--- src/verilog/video_pkg.sv ---
// Video side definitions
// Stream pixel word, luma sample and frame dimension types
// Block geometry constants and the register map
package video_pkg;

	// Stream word, top byte unused
	typedef logic [31:0] pixel_t;

	// One reduced sample per pixel
	typedef logic [7:0] luma_t;

	typedef logic [15:0] dim_t;
	typedef logic [31:0] block_count_t;
	typedef logic [0:0] reg_addr_t;

	// Byte lanes inside a pixel word
	localparam int blue_lsb = 0;
	localparam int green_lsb = 8;
	localparam int red_lsb = 16;
	localparam int channel_width = 8;

	// Block geometry
	localparam int block_size = 8;
	localparam int samples_per_block = block_size * block_size;
	localparam int block_shift = $clog2(samples_per_block);

	// Register map
	localparam reg_addr_t reg_addr_width = 1'b0;
	localparam reg_addr_t reg_addr_height = 1'b1;

endpackage

--- src/verilog/noise_pkg.sv ---
// Noise estimation definitions
// Statistics widths, sample and block result structs
// Frame configuration bundle and the estimator states
package noise_pkg;

	// 64 samples of up to 255
	typedef logic [13:0] sum_t;

	// 64 squares of up to 65025
	typedef logic [21:0] sum_sq_t;

	typedef logic [15:0] variance_t;

	typedef struct packed {
		logic sof;
		video_pkg::luma_t luma;
	} luma_sample_t;

	typedef struct packed {
		video_pkg::dim_t width;
		video_pkg::dim_t height;
		video_pkg::block_count_t blocks;
	} frame_cfg_t;

	typedef struct packed {
		variance_t variance;
	} block_result_t;

	typedef enum logic [1:0] {
		idle,
		collect,
		report
	} estimator_state_t;

endpackage

--- src/verilog/frame_config_regs.sv ---
// Frame configuration register file
// Width and height registers, write strobe and combinational read port
// Registered block count derived from the frame size
`timescale 1ns/1ns

module frame_config_regs (
	input logic clk,
	input logic reset,
	input logic reg_wr_en,
	input video_pkg::reg_addr_t reg_addr,
	input video_pkg::dim_t reg_wdata,
	input video_pkg::reg_addr_t reg_rd_addr,
	output video_pkg::dim_t reg_rdata,
	output noise_pkg::frame_cfg_t cfg
);
	import video_pkg::*;

	dim_t width_reg;
	dim_t height_reg;
	block_count_t blocks_reg;

	always_ff @(posedge clk) begin
		if (reset) begin
			width_reg <= '0;
			height_reg <= '0;
		end else if (reg_wr_en) begin
			case (reg_addr)
				reg_addr_width: width_reg <= reg_wdata;
				reg_addr_height: height_reg <= reg_wdata;
				default: width_reg <= width_reg;
			endcase
		end
	end

	// Follows the dimensions one cycle later
	always_ff @(posedge clk) begin
		if (reset) begin
			blocks_reg <= '0;
		end else begin
			blocks_reg <= (block_count_t'(width_reg) * block_count_t'(height_reg))
				>> block_shift;
		end
	end

	assign reg_rdata = (reg_rd_addr == reg_addr_width) ? width_reg : height_reg;

	assign cfg = '{width: width_reg, height: height_reg, blocks: blocks_reg};

endmodule

--- src/verilog/pixel_ingest.sv ---
// Stream input stage
// Ready generation, word acceptance and start of frame tagging
// RGB to luma reduction, floor of the channel sum over three
`timescale 1ns/1ns

module pixel_ingest (
	input logic clk,
	input logic reset,
	input video_pkg::pixel_t s_axis_tdata,
	input logic s_axis_tvalid,
	input logic s_axis_tuser,
	output logic s_axis_tready,
	output noise_pkg::luma_sample_t sample,
	output logic sample_valid
);
	import video_pkg::*;

	logic accept;
	logic [9:0] rgb_sum;

	assign accept = s_axis_tvalid & s_axis_tready;

	// Up to 765, needs ten bits
	assign rgb_sum = 10'(s_axis_tdata[red_lsb +: channel_width])
		+ 10'(s_axis_tdata[green_lsb +: channel_width])
		+ 10'(s_axis_tdata[blue_lsb +: channel_width]);

	// No back-pressure, ready only drops in reset
	always_ff @(posedge clk) begin
		if (reset) begin
			s_axis_tready <= 1'b0;
		end else begin
			s_axis_tready <= 1'b1;
		end
	end

	always_ff @(posedge clk) begin
		if (reset) begin
			sample_valid <= 1'b0;
		end else begin
			sample_valid <= accept;
		end
	end

	always_ff @(posedge clk) begin
		if (accept) begin
			sample.luma <= luma_t'(rgb_sum / 10'd3);
			sample.sof <= s_axis_tuser;
		end
	end

	// Every sample comes from a word taken the cycle before
	assert property (@(posedge clk) disable iff (reset)
		sample_valid |-> $past(accept))
	else
		$error("sample_valid without an accepted stream word");

endmodule

--- src/verilog/block_stats.sv ---
// Per-block statistics
// Sample counting, sum and sum of squares accumulation
// Variance stage, mean of squares minus squared mean
// Start of frame forwarding aligned with the block results
`timescale 1ns/1ns

module block_stats (
	input logic clk,
	input logic reset,
	input noise_pkg::luma_sample_t sample,
	input logic sample_valid,
	output logic frame_start,
	output noise_pkg::block_result_t result,
	output logic result_valid
);
	import video_pkg::*;
	import noise_pkg::*;

	logic [block_shift-1:0] sample_count;
	logic last_sample;
	logic [15:0] luma_sq;
	sum_t acc_sum;
	sum_sq_t acc_sum_sq;

	sum_t blk_sum;
	sum_sq_t blk_sum_sq;
	logic blk_valid;
	logic sof_d1;

	luma_t blk_mean;
	variance_t blk_mean_sq;
	variance_t mean_squared;

	assign luma_sq = sample.luma * sample.luma;
	assign last_sample = (sample_count == samples_per_block - 1);

	// A start of frame sample opens a fresh block
	always_ff @(posedge clk) begin
		if (reset) begin
			sample_count <= '0;
			acc_sum <= '0;
			acc_sum_sq <= '0;
		end else if (sample_valid) begin
			if (sample.sof) begin
				sample_count <= block_shift'(1);
				acc_sum <= sum_t'(sample.luma);
				acc_sum_sq <= sum_sq_t'(luma_sq);
			end else if (last_sample) begin
				sample_count <= '0;
				acc_sum <= '0;
				acc_sum_sq <= '0;
			end else begin
				sample_count <= sample_count + 1'b1;
				acc_sum <= acc_sum + sum_t'(sample.luma);
				acc_sum_sq <= acc_sum_sq + sum_sq_t'(luma_sq);
			end
		end
	end

	// Stage one, add the 64th sample and hand the block over
	always_ff @(posedge clk) begin
		if (sample_valid && last_sample) begin
			blk_sum <= acc_sum + sum_t'(sample.luma);
			blk_sum_sq <= acc_sum_sq + sum_sq_t'(luma_sq);
		end
	end

	assign blk_mean = luma_t'(blk_sum >> block_shift);
	assign blk_mean_sq = variance_t'(blk_sum_sq >> block_shift);
	assign mean_squared = blk_mean * blk_mean;

	// Stage two, variance of the handed over block
	always_ff @(posedge clk) begin
		if (blk_valid) begin
			result.variance <= blk_mean_sq - mean_squared;
		end
	end

	// Frame start delayed to the same two stages
	always_ff @(posedge clk) begin
		if (reset) begin
			blk_valid <= 1'b0;
			result_valid <= 1'b0;
			sof_d1 <= 1'b0;
			frame_start <= 1'b0;
		end else begin
			blk_valid <= sample_valid & last_sample & ~sample.sof;
			result_valid <= blk_valid;
			sof_d1 <= sample_valid & sample.sof;
			frame_start <= sof_d1;
		end
	end

	assert property (@(posedge clk) disable iff (reset)
		blk_valid |-> (blk_mean_sq >= mean_squared))
	else
		$error("mean of squares below squared mean");

endmodule

--- src/verilog/noise_estimator.sv ---
// Frame level noise estimator
// FSM that follows a frame from start to its last block
// Minimum block variance tracking and the ready pulse
`timescale 1ns/1ns

module noise_estimator (
	input logic clk,
	input logic reset,
	input noise_pkg::frame_cfg_t cfg,
	input logic frame_start,
	input noise_pkg::block_result_t result,
	input logic result_valid,
	output noise_pkg::variance_t estimated_noise,
	output logic estimated_noise_ready
);
	import video_pkg::*;
	import noise_pkg::*;

	estimator_state_t state;
	block_count_t blk_count;
	block_count_t blk_count_next;
	variance_t min_var;
	variance_t min_next;
	logic take_result;
	logic frame_done;

	assign blk_count_next = blk_count + block_count_t'(1);
	assign min_next = (result.variance < min_var) ? result.variance : min_var;

	// A restart wins over a late result
	assign take_result = (state == collect) && result_valid && !frame_start;
	assign frame_done = take_result && (blk_count_next == cfg.blocks);

	always_ff @(posedge clk) begin
		if (reset) begin
			state <= idle;
			blk_count <= '0;
		end else begin
			case (state)
				idle: begin
					if (frame_start) begin
						state <= collect;
						blk_count <= '0;
					end
				end
				collect: begin
					if (frame_start) begin
						blk_count <= '0;
					end else if (take_result) begin
						blk_count <= blk_count_next;
						if (frame_done)
							state <= report;
					end
				end
				// Next frame may already be starting here
				report: begin
					if (frame_start) begin
						state <= collect;
						blk_count <= '0;
					end else begin
						state <= idle;
					end
				end
				default: state <= idle;
			endcase
		end
	end

	always_ff @(posedge clk) begin
		if (frame_start)
			min_var <= '1;
		else if (take_result)
			min_var <= min_next;
		if (frame_done)
			estimated_noise <= min_next;
	end

	assign estimated_noise_ready = (state == report);

	assert property (@(posedge clk) disable iff (reset)
		estimated_noise_ready |=> !estimated_noise_ready)
	else
		$error("estimated_noise_ready high for two cycles");

endmodule

--- src/verilog/noise_top.sv ---
// Noise estimation top level
// Register file, stream ingest, block statistics and frame estimator
`timescale 1ns/1ns

module noise_top (
	input logic clk,
	input logic reset,
	input logic reg_wr_en,
	input video_pkg::reg_addr_t reg_addr,
	input video_pkg::dim_t reg_wdata,
	input video_pkg::reg_addr_t reg_rd_addr,
	output video_pkg::dim_t reg_rdata,
	input video_pkg::pixel_t s_axis_tdata,
	input logic s_axis_tvalid,
	input logic s_axis_tuser,
	output logic s_axis_tready,
	output noise_pkg::variance_t estimated_noise,
	output logic estimated_noise_ready
);
	import noise_pkg::*;

	frame_cfg_t cfg;
	luma_sample_t sample;
	logic sample_valid;
	logic frame_start;
	block_result_t result;
	logic result_valid;

	frame_config_regs u_regs (
		.clk(clk),
		.reset(reset),
		.reg_wr_en(reg_wr_en),
		.reg_addr(reg_addr),
		.reg_wdata(reg_wdata),
		.reg_rd_addr(reg_rd_addr),
		.reg_rdata(reg_rdata),
		.cfg(cfg)
	);

	pixel_ingest u_ingest (
		.clk(clk),
		.reset(reset),
		.s_axis_tdata(s_axis_tdata),
		.s_axis_tvalid(s_axis_tvalid),
		.s_axis_tuser(s_axis_tuser),
		.s_axis_tready(s_axis_tready),
		.sample(sample),
		.sample_valid(sample_valid)
	);

	block_stats u_stats (
		.clk(clk),
		.reset(reset),
		.sample(sample),
		.sample_valid(sample_valid),
		.frame_start(frame_start),
		.result(result),
		.result_valid(result_valid)
	);

	noise_estimator u_estimator (
		.clk(clk),
		.reset(reset),
		.cfg(cfg),
		.frame_start(frame_start),
		.result(result),
		.result_valid(result_valid),
		.estimated_noise(estimated_noise),
		.estimated_noise_ready(estimated_noise_ready)
	);

endmodule

--- config.mk ---
export PLATFORM = sky130hd
export DESIGN_NAME = noise_top
export DESIGN_NICKNAME = d
export VERILOG_FILES = /design/src/verilog/video_pkg.sv /design/src/verilog/noise_pkg.sv /design/src/verilog/frame_config_regs.sv /design/src/verilog/pixel_ingest.sv /design/src/verilog/block_stats.sv /design/src/verilog/noise_estimator.sv /design/src/verilog/noise_top.sv
export SDC_FILE = /design/constraint.sdc
export NUM_CORES = 1
export LEC_CHECK = 0
export BUFFER_PORTS_ARGS = -buffer_cell sky130_fd_sc_hd__buf_2
export CORE_ASPECT_RATIO = 0.9
export CORE_MARGIN = 2
export CORE_UTILIZATION = 40
export CTS_CLUSTER_DIAMETER = 100
export DETAILED_ROUTE_END_ITERATION = 12
export HOLD_SLACK_MARGIN = 0.05
export REMOVE_ABC_BUFFERS = 1
export SYNTH_ARGS = -nofsm -noshare
export SYNTH_HDL_FRONTEND = slang
export SYNTH_SLANG_ARGS = --single-unit
export TNS_END_PERCENT = 50
--- constraint.sdc ---
create_clock -name clk -period 12.37 [get_ports clk]
set_input_delay 2.474 -clock clk [delete_from_list [all_inputs] [get_ports clk]]
set_output_delay 2.474 -clock clk [all_outputs]
set_load 0.005 [all_outputs]
==> flow_summary.ini, run 1 <==
[place]
preCtsSetupSlack_ns = 4.197
routabilityCongestion = 0.8214
io_buffers = 80
dp_hpwl_mm = 40.17

[sta]
setup_viol = 0
worst_slack_ns = 4.723
hold_violations = 0
finClkSkew_ns = 0.01531
setup_tns_ns = 0
rsz0062_at_grt = false
drv_slew = 0
whs_ns = 0.4750
max_freq_mhz = 130.8
tightest_slew_ns = 1.207
slew-limit-headroom_pct = 19.38
fin_crit_sh_pct = 61.82
fin_crit_ns = 7.647

[pwr]
switchingPower_w = 0.002052
powerDensity_nw_per_um2 = 182.0
max-vdd-ir-drop_uv = 271.2
p_int_w = 0.002616
seqPwrFrac_pct = 20.6
switching_share_pct = 43.96
total_power_w = 0.004669
p_leak_nw = 12.11
pwr-share-comb_pct = 61.0
clockPowerShare_pct = 18.4

[grt]
antenna_found_initial = 1
overflow = 0
top_usage_layer = met2
grt_util_met2_pct = 28.85
gr-usage-met1_pct = 25.62
grt_max_degree = 99
grt_usage_pct = 17.78
grt_pass1_vias = 18620
grt_pass1_wl_mm = 91.54
grt_use_met3_pct = 2.089

[run_status]
status = completed

[die]
die_x_um = 260.9
die-area_um2 = 61390
die_h_um = 235.3
core-area_um2 = 58540
ios = 89
rows = 84
initial_utilization_pct = 40.60

[logic_synthesis]
synth_cells = 2751
synth.most_common_cell = nand2_1
ys_types = 83
synth_top_cell_area_share_pct = 21.65
ys_warn_count = 0
yosysSeqAreaShare_pct = 21.35
ys.flop_type = dfxtp_1
syn_avg_cell_area_um2 = 8.640
synth-edff-count = 65
synthesis.area_um2 = 23770
synth_top_cells_by_count = 391 x nand2_1, 370 x inv_1, 257 x fa_1
ys_ff_latch = 221
synth_area_leaders = fa_1 22%, dfxtp_1 13%, ha_1 12%
postSynth.asyncResetShare_pct = 0
synth_top_cell_by_area = fa_1

[cells_and_area]
finalCoreUtilization_pct = 43.82
n_fill_cell = 5629
multi_input_area_um2 = 16740
layout.area.seq_um2 = 5075
final_layout_size_suffix_gt1_share_pct = 6.691
fin_nets = 3273
diodes = 0
largest_register_ffs = 32
area_growth_pct = 7.938

[clocking]
cts.sinks = 221
numCtsBuffers = 26
cts_tree = done
h-tree-depth = 1
post_cts_buffers = 0
cts_root_buf = clkbuf_16
holdBufCountCts = 0
insertion_delay_ns = 0.55
cts_resized = 0
path_clk_slew_ns = 0.06
clock_path_buffers = 3

[route]
vias_per_cell = 5.187
drc = 0
dr.pass1.iters = 5
wire_per_inst_um = 15.17
drt-initial-drc-count = 1224
ant_nets = 0
vias = 18280
wirelength_mm = 53.45

[critical_path]
critPathMaxFanout = 14
worst_setup_path_end_kind = register
cp.arrival_ns = 7.93
critPathRequiredTime_ns = 12.66
start_kind = input port
crit_type = in2reg
rrSetupSlack_ns = 4.87

[run]
max-cap-violations = 0

[min_path]
hp-class = reg2reg
-- layout by cell type, fill, tap and decap left out, types with 79 or more instances in the layout --
| cell type | n |
|---|---|
| nand2_1 | 391 |
| inv_1 | 370 |
| fa_1 | 257 |
| ha_1 | 230 |
| nor2_1 | 201 |
| dfxtp_1 | 156 |
| a21oi_1 | 140 |
| and2_1 | 117 |
| xnor2_1 | 106 |
| o21ai_0 | 86 |
| buf_2 | 79 |
-- critical path, stage by stage --
cell	delay [ns]
buf_2	0.08
ha_1	0.16
inv_1	0.06
fa_1	0.40
nor2b_1	0.17
o2111ai_1	0.15
nand2_1	0.09
nor2_1	0.05
xnor2_1	0.19
ha_1	0.28
a21oi_1	0.24
nor2b_1	0.24
a31oi_1	0.19
or2_2	0.44
maj3_2	0.35
a22o_1	0.25
a21oi_2	0.47
inv_2	0.28
o311ai_2	0.49
ha_1	0.33
nor2_1	0.10
o21ai_0	0.09
a41oi_1	0.17
a32o_1	0.16
nor2_1	0.05
-- logic make-up (layout without fill, tap and decap cells) --
kind of cell	count (synthesis)	in the layout	share of synthesized area [%]
simple gates	906	906	17.34
compound gates	440	440	12.25
buf+inv	512	511	8.239
xor+xnor	159	159	5.859
mux	24	24	1.121
fa+ha+maj	489	489	33.84
flops	221	221	21.35
-- layout make-up --
cell class | instances | area share (%)
inverter | 372 | 5.443
clock inverter | 11 | 0.7901
multi-input combinational | 2018 | 65.25
clock buffer | 36 | 3.043
sequential | 221 | 19.78
tap | 774 | 3.775
timing repair buffer | 92 | 1.922
-- through the flow --
| step | cells | instance area, µm² |
|---|---|---|
| 6_report | 3524 | 25650 |
| 5_1_grt | 3524 | 25650 |
| 4_1_cts | 3524 | 25650 |
| 3_5_place_dp | 3477 | 24670 |
| 3_3_place_gp | 3477 | 24670 |
| 2_1_floorplan | 2611 | 23210 |
-- power groups by stage --
stage               Clock (W)  Combinational, W  Sequential, W
floorplan                   0           0.00222       0.000941
global placement            0           0.00272       0.000973
detailed placement          0           0.00282       0.000976
CTS                  0.000885           0.00284       0.000960
global route         0.000914           0.00323       0.000971
finish               0.000860           0.00285       0.000962
-- path summary, 6_finish.rpt --
check,startpoint,cells after the start,end
worst max-delay path,s_axis_tdata[8],25,u_ingest.sample[0]
worst min-delay path,u_stats.sample_count[3],2,u_stats.sample_count[3]
worst max register to register,u_regs.width_reg[7],24,u_regs.blocks_reg[25]
worst min register to register,u_stats.sample_count[3],2,u_stats.sample_count[3]
-- routing by layer --
metal  wire length, µm  share of wire [%]
met1             25670                 48
met2             24400                 46
met3              2668                5.0
met4               703                1.3
met5                 0                  0
Power figures use the tool's default switching activity.
==> run 2: changes to the inputs <==
Clock period 12.37 ns to 6.8 ns, I/O delays scaled along.
==> flow_summary.ini, run 2 (synthesis gave the netlist of run 1 again) <==
[sta]
slew-limit-headroom_pct = 15.27
finClkSkew_ns = 0.01827
setup_viol = 0
tightest_slew_ns = 1.268
worst_slack_ns = 0.2967
fin_crit_ns = 6.503
hold_violations = 0
fin_crit_sh_pct = 95.64
max_freq_mhz = 153.8
drv_slew = 0
setup_tns_ns = 0

[cells_and_area]
final_cell_mix = 390 x nand2_1, 370 x inv_1, 257 x fa_1, 230 x ha_1, 201 x nor2_1
final_layout_size_suffix_gt1_share_pct = 9.375
largest_register_ffs = 32
n_fill_cell = 5691
fin_nets = 3338
layout_commonest_cell = nand2_1
finalCoreUtilization_pct = 44.58
area_growth_pct = 9.797
diodes = 0

[min_path]
hp-class = reg2reg

[pwr]
clockPowerShare_pct = 16.6
switchingPower_w = 0.003742
powerDensity_nw_per_um2 = 321.5
total_power_w = 0.008391
seqPwrFrac_pct = 20.2
p_leak_nw = 12.41
max-vdd-ir-drop_uv = 465.3
p_int_w = 0.004648
pwr-share-comb_pct = 63.2
switching_share_pct = 44.60

[grt]
grt_util_met2_pct = 30.34
gr-usage-met1_pct = 26.29
grt_pass1_wl_mm = 94.99
grt_usage_pct = 18.49
top_usage_layer = met2
grt_use_met3_pct = 2.003
grt_max_degree = 108
overflow = 0
antenna_found_initial = 0
grt_pass1_vias = 19370

[die]
core-area_um2 = 58540
die_x_um = 260.9
die_h_um = 235.3
ios = 89
die-area_um2 = 61390
initial_utilization_pct = 40.60
rows = 84

[critical_path]
critPathRequiredTime_ns = 7.19
critPathMaxFanout = 17
worst_setup_path_end_kind = register
start_kind = register
cp.arrival_ns = 6.89
rrSetupSlack_ns = 0.30
crit_type = reg2reg

[place]
io_buffers = 80
routabilityCongestion = 0.8459
preCtsSetupSlack_ns = 0.03262
dp_hpwl_mm = 42.16

[clocking]
holdBufCountCts = 0
numCtsBuffers = 26
cts.sinks = 221
cts_root_buf = clkbuf_16
insertion_delay_ns = 0.56
clock_path_buffers = 3
cts_tree = done
path_clk_slew_ns = 0.06
h-tree-depth = 1

[route]
ant_nets = 0
vias_per_cell = 5.162
dr.pass1.iters = 6
drt-initial-drc-count = 1058
wire_per_inst_um = 15.20
vias = 18530
wirelength_mm = 54.58
drc = 0

[run]
max-cap-violations = 0

[run_status]
status = completed
## run 2: area by class of cell
type | instances | area [µm²] | share of cell area (%)
well taps | 774 | 968.4 | 3.711
clock inverters | 17 | 157.7 | 0.6041
inverters | 372 | 1396 | 5.351
flip-flops and latches | 221 | 5096 | 19.53
repair buffers | 157 | 1016 | 3.893
multi-input cells | 2018 | 16750 | 64.19
clock buffers | 31 | 709.4 | 2.719
## run 2: per-stage QoR
| step | cells | instance area [µm²] | hold WS [ns] |
|---|---|---|---|
| final | 3590 | 26100 | 0.4621 |
| after global routing | 3590 | 26100 | 0.4854 |
| after CTS | 3585 | 26000 | 0.4761 |
| after detailed placement | 3537 | 25130 | 0.4376 |
| after global placement | 3537 | 25130 | 0.4290 |
| after floorplan | 2611 | 23210 | 0.4138 |
## run 2: power groups by stage
stage | logic (W) | clock network (W) | registers (W)
floorplan | 0.00404 | 0 | 0.00171
detailed placement | 0.00524 | 0 | 0.00174
global route | 0.00602 | 0.00148 | 0.00171
CTS | 0.00527 | 0.00144 | 0.00171
finish | 0.00530 | 0.00139 | 0.00170
global placement | 0.00506 | 0 | 0.00173
## run 2: path summary, 6_finish.rpt
check	from	to	cells after the start
setup reg to reg	u_regs.width_reg[5]	u_regs.blocks_reg[25]	23
hold / removal	u_stats.sof_d1	u_stats.frame_start	1
hold reg to reg	u_stats.sof_d1	u_stats.frame_start	1
setup / recovery	u_regs.width_reg[5]	u_regs.blocks_reg[25]	23
## run 2: critical path, stage by stage (launching register included)
cell	delay, ns
dfxtp_1	0.34
buf_6	0.21
nand2_1	0.11
fa_1	0.54
inv_1	0.05
fa_1	0.53
inv_1	0.05
fa_1	0.47
fa_1	0.49
inv_1	0.05
fa_1	0.50
fa_1	0.49
ha_1	0.36
a21o_1	0.19
a221oi_2	0.28
nor3b_1	0.22
o211ai_1	0.22
nand2_2	0.20
a311o_1	0.25
a31oi_1	0.13
a31o_2	0.29
a21oi_1	0.18
xnor2_1	0.14
nor2_1	0.05
## run 2: metal layers
layer | wire length, µm | vias up
met1 | 25930 | 9055
met3 | 2630 | 61
met2 | 25140 | 396
li1 | - | 9021
met4 | 872 | 0
met5 | 0 | -
## run 2: what timing repair did
item / 4_1_cts / 5_1_grt
setup endpoints to repair: 1 / 18
gates resized for setup: 1 / 22
pin swaps: 0 / 2
buffers inserted: 0 / 5
==> run 3: changes to the inputs <==
Settings changed: ABC_AREA set to 1, CTS_CLUSTER_SIZE set to 24.
==> flow_summary.ini, run 3 <==
[critical_path]
cp.arrival_ns = 6.78
cp.buffers_inverters = 5
slowest_stage = dfxtp_1
start_kind = register
crit_type = reg2reg
worst_setup_path_end_kind = register
critPathMostFrequentCell = fa_1
crit_family = adder cells
critPathMaxFanout = 18
critPathRequiredTime_ns = 7.23
slowest_delay_ns = 0.85
worstPathCellList = nand2_1, fa_1, inv_1, fa_1, inv_1, fa_1, inv_1, fa_1, inv_1, fa_1, inv_1, fa_1, ha_1, a21oi_1, o21ai_0, nand2_1, nand3_1, a21oi_2, o21bai_1, nand3_1, nand3_1, or2_1, a21oi_1

[logic_synthesis]
synth_top_cell_area_share_pct = 22.19
ys_types = 63
syn_avg_cell_area_um2 = 7.915
synth_top_cell_by_area = fa_1
synth_cells = 2930
synth_area_leaders = fa_1 22%, dfxtp_1 13%, ha_1 12%
postSynth.asyncResetShare_pct = 0
ys.flop_type = dfxtp_1
yosysSeqAreaShare_pct = 21.88
synth-edff-count = 65
synth_top_cells_by_count = 649 x nand2_1, 591 x inv_1, 257 x fa_1
synth.most_common_cell = nand2_1
ys_warn_count = 0
ys_ff_latch = 221
synthesis.area_um2 = 23190

[die]
die_x_um = 257.8
die_h_um = 232.4
rows = 83
ios = 89
die-area_um2 = 59920
core-area_um2 = 57220
initial_utilization_pct = 40.53

[clocking]
holdBufCountCts = 0
h-tree-depth = 1
path_clk_slew_ns = 0.09
clock_path_buffers = 3
cts.sinks = 221
numCtsBuffers = 16
cts_root_buf = clkbuf_16
cts_tree = done
insertion_delay_ns = 0.52

[grt]
grt_max_degree = 73
grt_usage_pct = 17.59
antenna_found_initial = 0
grt_pass1_wl_mm = 88.37
overflow = 0
grt_pass1_vias = 18770

[sta]
hold_violations = 0
rsz0062_at_grt = true
setup_viol = 0
finClkSkew_ns = 0.02516
fin_crit_sh_pct = 93.38
drv_slew = 0
max_freq_mhz = 157.5
fin_crit_ns = 6.350
slew-limit-headroom_pct = 22.21
worst_slack_ns = 0.4500
tightest_slew_ns = 1.164

[cells_and_area]
final_cell_mix = 649 x nand2_1, 591 x inv_1, 257 x fa_1, 230 x ha_1, 177 x a21oi_1
fin_nets = 3486
largest_register_ffs = 32
layout_commonest_cell = nand2_1
final_layout_size_suffix_gt1_share_pct = 7.955
area_growth_pct = 7.915
diodes = 0

[pwr]
switchingPower_w = 0.004210
switching_share_pct = 48.95
pwr-share-comb_pct = 66.9
p_leak_nw = 12.85
seqPwrFrac_pct = 20.2
clockPowerShare_pct = 12.9
max-vdd-ir-drop_uv = 587.1
powerDensity_nw_per_um2 = 343.6
total_power_w = 0.008600
p_int_w = 0.004390

[route]
drc = 0
wire_per_inst_um = 13.61
ant_nets = 0
vias_per_cell = 4.876
dr.pass1.iters = 5
wirelength_mm = 50.61
drt-initial-drc-count = 989
vias = 18130

[place]
routabilityCongestion = 0.8489
dp_hpwl_mm = 40.63
preCtsSetupSlack_ns = 0.3547
io_buffers = 80

[run]
max-cap-violations = 0

[run_status]
status = completed

[min_path]
hp-class = reg2reg
==> run 3: changes by cell type after synthesis, sizes merged, moves of 17 or more <==
cell	previous run	this run
nand2	391	663
inv	371	599
and2	118	2
xnor2	106	39
a21oi	141	179
o21ai	87	120
nor3	52	20
nand3	34	65
a21o	32	6
and3	25	0
nor2b	22	0
mux2	21	1
a211o	19	1
a22oi	18	1
==> run 3: cell families (layout without fill, tap and decap cells) <==
kind of cell	Yosys count	in the layout	synth area share (%)
xor+xnor	107	107	4.073
simple gates	991	991	17.91
fa+ha+maj	487	487	34.59
flops	221	221	21.88
compound gates	394	394	9.684
mux	1	1	0.04855
buf+inv	729	753	11.81
==> run 3: per-stage QoR <==
stage / utilization, % / TNS, ns / hold WS (ns) / instance area, µm² / instances
floorplan: - / 0 / 0.3883 / 22710 / 2802
global placement: 42.63 / 0 / 0.3937 / 24390 / 3688
detailed placement: 42.63 / 0 / 0.3970 / 24390 / 3688
CTS: 43.68 / 0 / 0.4116 / 24990 / 3716
global route: 43.74 / -0.06642 / 0.4213 / 25030 / 3719
finish: 43.74 / 0 / 0.4091 / 25030 / 3719
==> run 3: worst paths after layout <==
path	cells past startpoint	start	slack [ns]	endpoint
max	23	u_regs.height_reg[2]	0.45	u_regs.blocks_reg[25]
min	2	u_stats.sof_d1	0.41	u_stats.frame_start
max reg2reg	23	u_regs.height_reg[2]	0.45	u_regs.blocks_reg[25]
min reg2reg	2	u_stats.sof_d1	0.41	u_stats.frame_start
==> run 3: layout make-up <==
class / count / area [µm²]
Fill cell: 5615 / 32190
Sequential cell: 221 / 5076
Clock buffer: 20 / 446.7
Clock inverter: 8 / 153.9
Inverter: 601 / 2256
Multi-Input combinational cell: 1980 / 15410
Tap cell: 765 / 957.2
Timing Repair Buffer: 124 / 730.7
==> run 3: metal layers <==
metal  vias to the layer above  track usage (%)  part of all wire, %
li1                       9065                -                    -
met1                      8690            24.20                   48
met2                       333            30.28                   46
met3                        44            1.895                  4.3
met4                         0            3.017                  1.3
met5                         -                0                    0
==> run 3: power groups by stage <==
| stage | registers (W) | logic [W] | clock network [W] |
|---|---|---|---|
| 2_1_floorplan | 0.00176 | 0.00440 | 0 |
| 3_3_place_gp | 0.00177 | 0.00552 | 0 |
| 3_5_place_dp | 0.00177 | 0.00569 | 0 |
| 4_1_cts | 0.00174 | 0.00574 | 0.00114 |
| 5_1_grt | 0.00175 | 0.00660 | 0.00118 |
| 6_report | 0.00174 | 0.00576 | 0.00111 |
==> run 3: tightest hold or removal path, stage by stage (launching register included) <==
cell	delay, ns
dfxtp_1	0.31
inv_1	0.04
nor2_1	0.03
==> run 3: what timing repair did <==
item | in CTS | in global routing
setup endpoints to repair | 0 | 9
hold endpoints to repair | 0 | 0
buffers inserted | 0 | 3
gates resized for setup | 0 | 5
